File: config.mk
export PLATFORM = sky130hd
export DESIGN_NAME = adder_axil_top
export DESIGN_NICKNAME = d
export VERILOG_FILES = /design/src/rtl/adder_types_pkg.sv /design/src/rtl/axil_pkg.sv /design/src/rtl/add_engine.sv /design/src/rtl/adder_axil_top.sv /design/src/rtl/axil_read_side.sv /design/src/rtl/axil_write_side.sv /design/src/rtl/prefix_adder.sv
export SDC_FILE = /design/constraint.sdc
export NUM_CORES = 1
export LEC_CHECK = 0
export ABC_AREA = 0
export BUFFER_PORTS_ARGS = -buffer_cell sky130_fd_sc_hd__clkbuf_2
export CAP_MARGIN = 10
export CORE_MARGIN = 2
export CORE_UTILIZATION = 50
export CTS_CLUSTER_DIAMETER = 80
export DETAILED_ROUTE_END_ITERATION = 10
export GPL_TIMING_DRIVEN = 0
export MAX_ROUTING_LAYER = met4
export PLACE_DENSITY = 0.73
export SLEW_MARGIN = 20
export SYNTH_ARGS = -nofsm -noshare
export SYNTH_HDL_FRONTEND = slang
export SYNTH_SLANG_ARGS = --single-unit
File: constraint.sdc
create_clock -name clk -period 5.7 [get_ports clk]
set_clock_uncertainty 0.05 [all_clocks]
set_input_delay 0.57 -clock clk [delete_from_list [all_inputs] [get_ports clk]]
set_output_delay 0.57 -clock clk [all_outputs]
set_load 0.1 [all_outputs]
File: src/rtl/adder_types_pkg.sv
package adder_types_pkg;

    // Width of one slice handled by the prefix adder per cycle.
    localparam int LIMB_BITS = 16;

    typedef logic [LIMB_BITS-1:0] limb_t;

    // Operand or result as held in a register, sized to the 32-bit bus.
    typedef logic [31:0] word_t;

    typedef enum logic [1:0] {
        IDLE,
        RUN,
        DONE
    } engine_state_t;

    // Operands and start pulse from the write side into the engine.
    typedef struct packed {
        word_t a;
        word_t b;
        logic  carry_in;
        logic  start;
    } add_request_t;

    typedef struct packed {
        word_t sum;
        logic  carry_out;
        logic  done;
    } add_result_t;

endpackage

File: src/rtl/axil_pkg.sv
package axil_pkg;

    typedef logic [7:0]  axil_addr_t;
    typedef logic [31:0] axil_data_t;
    typedef logic [1:0]  axil_resp_t;

    localparam axil_resp_t RESP_OKAY = 2'b00;

    typedef struct packed {
        axil_addr_t addr;
        logic       valid;
    } axil_aw_t;

    typedef struct packed {
        axil_data_t data;
        logic [3:0] strb;
        logic       valid;
    } axil_w_t;

    typedef struct packed {
        axil_resp_t resp;
        logic       valid;
    } axil_b_t;

    typedef struct packed {
        axil_addr_t addr;
        logic       valid;
    } axil_ar_t;

    typedef struct packed {
        axil_data_t data;
        axil_resp_t resp;
        logic       valid;
    } axil_r_t;

    // Register map.
    localparam axil_addr_t REG_A      = 8'h00;
    localparam axil_addr_t REG_B      = 8'h04;
    localparam axil_addr_t REG_CTRL   = 8'h08;
    localparam axil_addr_t REG_SUM    = 8'h0C;
    localparam axil_addr_t REG_STATUS = 8'h10;

endpackage

File: src/rtl/add_engine.sv
`timescale 1ns/1ps

module add_engine #(
    parameter int NUM_LIMBS = 2
) (
    input  logic                          clk,
    input  logic                          rst,
    input  adder_types_pkg::add_request_t req,
    output adder_types_pkg::add_result_t  res,
    output logic                          busy
);

    localparam int LB = adder_types_pkg::LIMB_BITS;
    localparam int IDX_W = (NUM_LIMBS > 1) ? $clog2(NUM_LIMBS) : 1;
    localparam logic [IDX_W-1:0] LAST_IDX = IDX_W'(NUM_LIMBS - 1);

    adder_types_pkg::engine_state_t state;
    logic [IDX_W-1:0]               idx;

    adder_types_pkg::word_t a_q;
    adder_types_pkg::word_t b_q;
    adder_types_pkg::word_t acc_q;
    adder_types_pkg::word_t acc_next;
    logic                   carry_q;

    adder_types_pkg::word_t sum_q;
    logic                   cout_q;

    adder_types_pkg::limb_t limb_a;
    adder_types_pkg::limb_t limb_b;
    adder_types_pkg::limb_t limb_sum;
    logic                   limb_cout;

    assign limb_a = a_q[idx*LB +: LB];
    assign limb_b = b_q[idx*LB +: LB];

    prefix_adder u_prefix_adder (
        .a    (limb_a),
        .b    (limb_b),
        .cin  (carry_q),
        .sum  (limb_sum),
        .cout (limb_cout)
    );

    // Accumulated sum with the current limb merged in.
    always_comb begin
        acc_next = acc_q;
        acc_next[idx*LB +: LB] = limb_sum;
    end

    always_ff @(posedge clk) begin
        if (rst) begin
            state  <= adder_types_pkg::IDLE;
            idx    <= '0;
            sum_q  <= '0;
            cout_q <= 1'b0;
        end else begin
            case (state)
                adder_types_pkg::RUN: begin
                    if (idx == LAST_IDX) begin
                        state  <= adder_types_pkg::DONE;
                        sum_q  <= acc_next;
                        cout_q <= limb_cout;
                    end else begin
                        idx <= idx + 1'b1;
                    end
                end
                default: begin
                    if (req.start) begin
                        state <= adder_types_pkg::RUN;
                        idx   <= '0;
                    end
                end
            endcase
        end
    end

    // Datapath, loaded on start and stepped one limb per RUN cycle.
    always_ff @(posedge clk) begin
        if (state != adder_types_pkg::RUN && req.start) begin
            a_q     <= req.a;
            b_q     <= req.b;
            carry_q <= req.carry_in;
            acc_q   <= '0;
        end else if (state == adder_types_pkg::RUN) begin
            acc_q   <= acc_next;
            carry_q <= limb_cout;
        end
    end

    // Busy already in the cycle the start is taken.
    assign busy = (state == adder_types_pkg::RUN) || req.start;

    assign res = '{sum: sum_q, carry_out: cout_q, done: (state == adder_types_pkg::DONE)};

endmodule

File: src/rtl/adder_axil_top.sv
`timescale 1ns/1ps

module adder_axil_top #(
    parameter int NUM_LIMBS = 2
) (
    input  logic               clk,
    input  logic               rst,
    input  axil_pkg::axil_aw_t aw,
    output logic               awready,
    input  axil_pkg::axil_w_t  w,
    output logic               wready,
    output axil_pkg::axil_b_t  b,
    input  logic               bready,
    input  axil_pkg::axil_ar_t ar,
    output logic               arready,
    output axil_pkg::axil_r_t  r,
    input  logic               rready
);

    adder_types_pkg::add_request_t req;
    adder_types_pkg::add_result_t  res;
    logic                          busy;

    axil_write_side #(
        .NUM_LIMBS (NUM_LIMBS)
    ) u_write_side (
        .clk     (clk),
        .rst     (rst),
        .aw      (aw),
        .awready (awready),
        .w       (w),
        .wready  (wready),
        .b       (b),
        .bready  (bready),
        .req     (req)
    );

    add_engine #(
        .NUM_LIMBS (NUM_LIMBS)
    ) u_engine (
        .clk  (clk),
        .rst  (rst),
        .req  (req),
        .res  (res),
        .busy (busy)
    );

    axil_read_side u_read_side (
        .clk     (clk),
        .rst     (rst),
        .ar      (ar),
        .arready (arready),
        .r       (r),
        .rready  (rready),
        .res     (res),
        .busy    (busy)
    );

endmodule

File: src/rtl/axil_read_side.sv
`timescale 1ns/1ps

module axil_read_side (
    input  logic                         clk,
    input  logic                         rst,
    input  axil_pkg::axil_ar_t           ar,
    output logic                         arready,
    output axil_pkg::axil_r_t            r,
    input  logic                         rready,
    input  adder_types_pkg::add_result_t res,
    input  logic                         busy
);

    logic                 r_valid;
    axil_pkg::axil_data_t r_data;
    axil_pkg::axil_data_t rd_mux;

    // One read in flight at a time.
    assign arready = !r_valid;

    always_comb begin
        case (ar.addr)
            axil_pkg::REG_SUM: begin
                rd_mux = res.sum;
            end
            axil_pkg::REG_STATUS: begin
                rd_mux = {29'd0, res.done, res.carry_out, busy};
            end
            default: begin
                rd_mux = '0;
            end
        endcase
    end

    always_ff @(posedge clk) begin
        if (rst) begin
            r_valid <= 1'b0;
            r_data  <= '0;
        end else begin
            if (ar.valid && arready) begin
                r_valid <= 1'b1;
                r_data  <= rd_mux;
            end else if (r_valid && rready) begin
                r_valid <= 1'b0;
            end
        end
    end

    assign r = '{data: r_data, resp: axil_pkg::RESP_OKAY, valid: r_valid};

endmodule

File: src/rtl/axil_write_side.sv
`timescale 1ns/1ps

module axil_write_side #(
    parameter int NUM_LIMBS = 2
) (
    input  logic                          clk,
    input  logic                          rst,
    input  axil_pkg::axil_aw_t            aw,
    output logic                          awready,
    input  axil_pkg::axil_w_t             w,
    output logic                          wready,
    output axil_pkg::axil_b_t             b,
    input  logic                          bready,
    output adder_types_pkg::add_request_t req
);

    localparam int OPER_BITS = NUM_LIMBS * adder_types_pkg::LIMB_BITS;
    localparam adder_types_pkg::word_t OPER_MASK =
        adder_types_pkg::word_t'((64'd1 << OPER_BITS) - 64'd1);

    logic                 aw_full;
    axil_pkg::axil_addr_t aw_addr_q;
    logic                 w_full;
    axil_pkg::axil_data_t w_data_q;
    logic                 b_valid;
    logic                 do_write;

    adder_types_pkg::word_t a_q;
    adder_types_pkg::word_t b_q;
    logic                   cin_q;
    logic                   start_q;

    // No new address or data while a response is outstanding.
    assign awready  = !aw_full && !b_valid;
    assign wready   = !w_full && !b_valid;
    assign do_write = aw_full && w_full;

    always_ff @(posedge clk) begin
        if (rst) begin
            aw_full <= 1'b0;
            w_full  <= 1'b0;
            b_valid <= 1'b0;
        end else begin
            if (do_write) begin
                aw_full <= 1'b0;
                w_full  <= 1'b0;
                b_valid <= 1'b1;
            end else begin
                if (aw.valid && awready) begin
                    aw_full <= 1'b1;
                end
                if (w.valid && wready) begin
                    w_full <= 1'b1;
                end
                if (b_valid && bready) begin
                    b_valid <= 1'b0;
                end
            end
        end
    end

    always_ff @(posedge clk) begin
        if (aw.valid && awready) begin
            aw_addr_q <= aw.addr;
        end
        if (w.valid && wready) begin
            w_data_q <= w.data;
        end
    end

    // Strobes are ignored; every write covers the full word.
    always_ff @(posedge clk) begin
        if (rst) begin
            a_q     <= '0;
            b_q     <= '0;
            cin_q   <= 1'b0;
            start_q <= 1'b0;
        end else begin
            start_q <= 1'b0;
            if (do_write) begin
                case (aw_addr_q)
                    axil_pkg::REG_A: a_q <= w_data_q & OPER_MASK;
                    axil_pkg::REG_B: b_q <= w_data_q & OPER_MASK;
                    axil_pkg::REG_CTRL: begin
                        cin_q   <= w_data_q[0];
                        start_q <= 1'b1;
                    end
                    default: ;
                endcase
            end
        end
    end

    assign b   = '{resp: axil_pkg::RESP_OKAY, valid: b_valid};
    assign req = '{a: a_q, b: b_q, carry_in: cin_q, start: start_q};

endmodule

File: src/rtl/prefix_adder.sv
`timescale 1ns/1ps

module prefix_adder (
    input  adder_types_pkg::limb_t a,
    input  adder_types_pkg::limb_t b,
    input  logic                   cin,
    output adder_types_pkg::limb_t sum,
    output logic                   cout
);

    localparam int W = adder_types_pkg::LIMB_BITS;
    localparam int TIERS = 4;

    // Column m holds bit position m-1, so column 0 is the carry-in.
    logic [W-1:0] gt [0:TIERS];
    logic [W-1:0] pt [0:TIERS];
    logic [W-1:0] half_sum;

    assign half_sum = a ^ b;

    always_comb begin
        int j;
        gt[0] = {a[W-2:0] & b[W-2:0], cin};
        pt[0] = {half_sum[W-2:0], 1'b0};
        for (int k = 0; k < TIERS; k++) begin
            for (int m = 0; m < W; m++) begin
                if (m[k]) begin
                    // Sklansky fan-out: the upper half of each block takes the
                    // top of the lower half.
                    j = ((m >> k) << k) - 1;
                    gt[k+1][m] = gt[k][m] | (pt[k][m] & gt[k][j]);
                    // Once the right group reaches the carry-in this is a gray
                    // cell and the group propagate is not needed again.
                    pt[k+1][m] = pt[k][m] & pt[k][j];
                end else begin
                    gt[k+1][m] = gt[k][m];
                    pt[k+1][m] = pt[k][m];
                end
            end
        end
    end

    // Final tier holds the carry into every bit position.
    assign sum = half_sum ^ gt[TIERS];

    // One extra gray cell for the top bit gives the carry-out.
    assign cout = (a[W-1] & b[W-1]) | (half_sum[W-1] & gt[TIERS][W-1]);

endmodule

==> flow_metrics.tcl <==
set metrics [dict create \
    synth_edf_count 105 \
    drc 0 \
    final_cell_mix "nand2_1 (190), dfxtp_1 (154), edfxtp_1 (105), a21oi_1 (98), clkbuf_2 (91)" \
    io_buffers 91 \
    grt.met3_usage_pct 3.20 \
    antenna_found_initial 0 \
    r2r_start "u_engine.idx$_SDFFE_PP0P_" \
    grtUsageTotal_pct 20.1 \
    synthCells 855 \
    cpLargestDelayFamily "compound AO/OA/AOI/OAI gates" \
    die_x_um 142 \
    cts_resized 0 \
    hold_buffers 0 \
    grt_first_pass_wirelength_um 31200 \
    path_buf_inv 3 \
    p_leak_nw 4.11 \
    setup_violations 0 \
    syn_area_um2 9580 \
    finalCritPeriodShare_pct 75.2 \
    n_antenna_cell 0 \
    synth_warnings 0 \
    drive_gt1_share_pct 18.4 \
    final_hold_viol_count 0 \
    drtIter0Drc 350 \
    cp-end-kind "register" \
    viasPerCell 5.17 \
    grt_start_max_net_pins 42 \
    clockBufferDepth 3 \
    cts.sinks 259 \
    status "finished, final reports clean" \
    dpl_worst_slack_ns 1.43 \
    crit_start "u_engine.idx$_SDFFE_PP0P_" \
    wire_per_inst_um 15.9 \
    pin_count 100 \
    slew-limit-headroom_pct 55.2 \
    critPathKind "register to register" \
    die-area_um2 20300 \
    top_usage_layer "met2" \
    grt_use_met1_pct 26.5 \
    worst_pin_slew_ns 0.671 \
    synth.avg_cell_area_um2 11.2 \
    area_delta_synth_final_pct 17.3 \
    cts_buffers 27 \
    setup_ws_ns 1.41 \
    vias 6380 \
    hp-class "primary input to register" \
    met2_usage_pct 33.0 \
    start_kind "register" \
    core_area_um2 18800 \
    path_cells "clkbuf_1, buf_1, mux2i_1, inv_1, ha_1, nor2b_1, o2111ai_1, a21oi_1, o21ai_0, a21boi_0, nor2_1, fa_1, a211oi_1" \
    drt_first_pass_iters 5 \
    ys_ff_latch 259 \
    synth_ff_type "dfxtp_1" \
    cts_tree "built" \
    ant_nets 0 \
    cp_data_arrival_time_ns 4.67 \
    htreeDepth 1 \
    fin_util_pct 59.9 \
    wl_um 19600 \
    worst_r2r_path_depth 13 \
    worstPathRequired_ns 6.08 \
    slowest_delay_ns 0.57 \
    period_minus_slack_ns 4.29 \
    ys_types 53 \
    cts_setup_buffers 0 \
    clk_latency_ns 0.53 \
    worstHoldEndpoint "u_write_side.w_data_q[31]$_DFFE_PP_" \
    clk_pin_slew_ns 0.06 \
    seq_area_frac_synth_pct 65.1 \
    finalSetupTns_ns 0 \
    layout_commonest_cell "nand2_1" \
    max_cap_viol_count 0 \
    grt_pass1_vias 6037 \
    place.gp.congestion 0.865 \
    drv_slew 0 \
    max_freq_ghz 0.233 \
    hold_path_startpoint "w[36]" \
    r2r_slack_ns 1.41 \
    hold_depth 1 \
    grt_overflow_total 0 \
    cts-root-buf "clkbuf_16" \
    cp_max_fo 10 \
    r2r_end "u_engine.sum_q[31]$_SDFFE_PP0P_" \
    ir_drop_uv 268 \
    rsz0062_at_grt "false" \
    num_rows 50 \
    start_util_pct 51.0 \
    async_flop_share_pct 0 \
    crit_slowest_cell "buf_1" \
    die_y_um 142 \
    powerDensity_nw_per_um2 338 \
    fin_nets 1058 \
    dp_hpwl_um 13800 \
]
area by class of cell:
class,count,area (um2)
Buffer,55,267
Clock buffer,46,807
Clock inverter,4,48.8
Fill cell,1533,7530
Inverter,10,40.0
Multi-Input combinational cell,534,3050
Sequential cell,259,6240
Tap cell,234,293
Timing Repair Buffer,93,495
Yosys cell counts (all sizes together), types with 2 or more instances:
library cell | instances | share of area [%]
a211oi | 5 | 0.39
a21boi | 3 | 0.24
a21o | 4 | 0.31
a21oi | 98 | 5.1
a22o | 10 | 0.91
a22oi | 32 | 2.5
a31oi | 2 | 0.13
a32o | 3 | 0.31
and2 | 5 | 0.33
and3 | 4 | 0.26
buf | 26 | 1.6
clkbuf | 29 | 1.1
dfxtp | 154 | 32
edfxtp | 105 | 33
fa | 5 | 1.0
ha | 14 | 1.8
inv | 10 | 0.39
mux2 | 26 | 3.1
mux2i | 8 | 0.84
nand2 | 190 | 7.4
nand2b | 7 | 0.46
nand3 | 3 | 0.16
nor2 | 54 | 2.1
nor3 | 7 | 0.42
nor3b | 5 | 0.44
nor4 | 3 | 0.20
nor4b | 2 | 0.18
o21a | 4 | 0.31
o21ai | 8 | 0.42
o31ai | 2 | 0.16
or3 | 5 | 0.33
or3b | 2 | 0.18
or4 | 6 | 0.51
xor2 | 3 | 0.27
per-stage QoR:
step	area (um2)	power [mW]	hold slack (ns)	cells
2_1_floorplan	9590	2.11	0.358	858
3_3_place_gp	10300	2.16	0.361	1183
3_5_place_dp	10400	2.16	0.363	1185
4_1_cts	11200	3.83	0.143	1235
5_1_grt	11200	3.92	0.147	1235
6_report	11200	3.80	0.165	1235
power breakdown:
| part | internal [mW] | switching (mW) |
|---|---|---|
| clock network | 1.00 | 0.678 |
| registers | 1.97 | 0.0269 |
| logic | 0.0412 | 0.0864 |
| total | 3.01 | 0.791 |
worst max-delay path by stage:
stage                                            endpoint  depth (start not counted)
final                     u_engine.sum_q[31]$_SDFFE_PP0P_                         13
after global routing      u_engine.sum_q[31]$_SDFFE_PP0P_                         13
after CTS                 u_engine.sum_q[31]$_SDFFE_PP0P_                         13
after detailed placement  u_engine.sum_q[31]$_SDFFE_PP0P_                         12
after global placement    u_engine.sum_q[31]$_SDFFE_PP0P_                         12
after floorplan           u_engine.sum_q[31]$_SDFFE_PP0P_                         13
kinds of logic (layout without fill, tap and decap cells):
logic type | after synthesis | after routing | synth area share [%]
and+or+nand+nor | 298 | 298 | 13.4
DFF | 259 | 259 | 65.1
AOI/OAI and AO/OA | 175 | 175 | 11.2
buffers and inverters | 65 | 208 | 3.17
muxes | 34 | 34 | 3.89
adders and majority gates | 19 | 19 | 2.87
xor gates and xnor gates | 4 | 4 | 0.366
other | 1 | 4 | 0.0391
sequential cells by signal, indices dropped and copies added (netlist names), 8 cells and up:
name / count
u_engine.a_q: 32
u_engine.b_q: 32
u_engine.sum_q: 32
u_read_side.r_data: 32
u_write_side.a_q: 32
u_write_side.b_q: 32
u_write_side.w_data_q: 32
u_engine.acc_q: 16
u_write_side.aw_addr_q: 8
routing by layer:
layer,share of wire (%),vias to the layer above,wire (um)
met2,47,143,9240
met1,46,2968,9090
met5,0,-,0
met3,4.4,29,860
li1,-,3240,-
met4,2.0,0,385
worst reg2reg max path: cells and delay by family, from the launching register on:
| family | cells | cell delay [ns] |
|---|---|---|
| AOI/OAI and AO/OA | 5 | 1.31 |
| adders and majority gates | 2 | 0.77 |
| buffers and inverters | 3 | 1.00 |
| DFF | 1 | 0.30 |
| muxes | 1 | 0.38 |
| and+or+nand+nor | 2 | 0.38 |
Note: power is estimated with default switching activity, not from simulation.
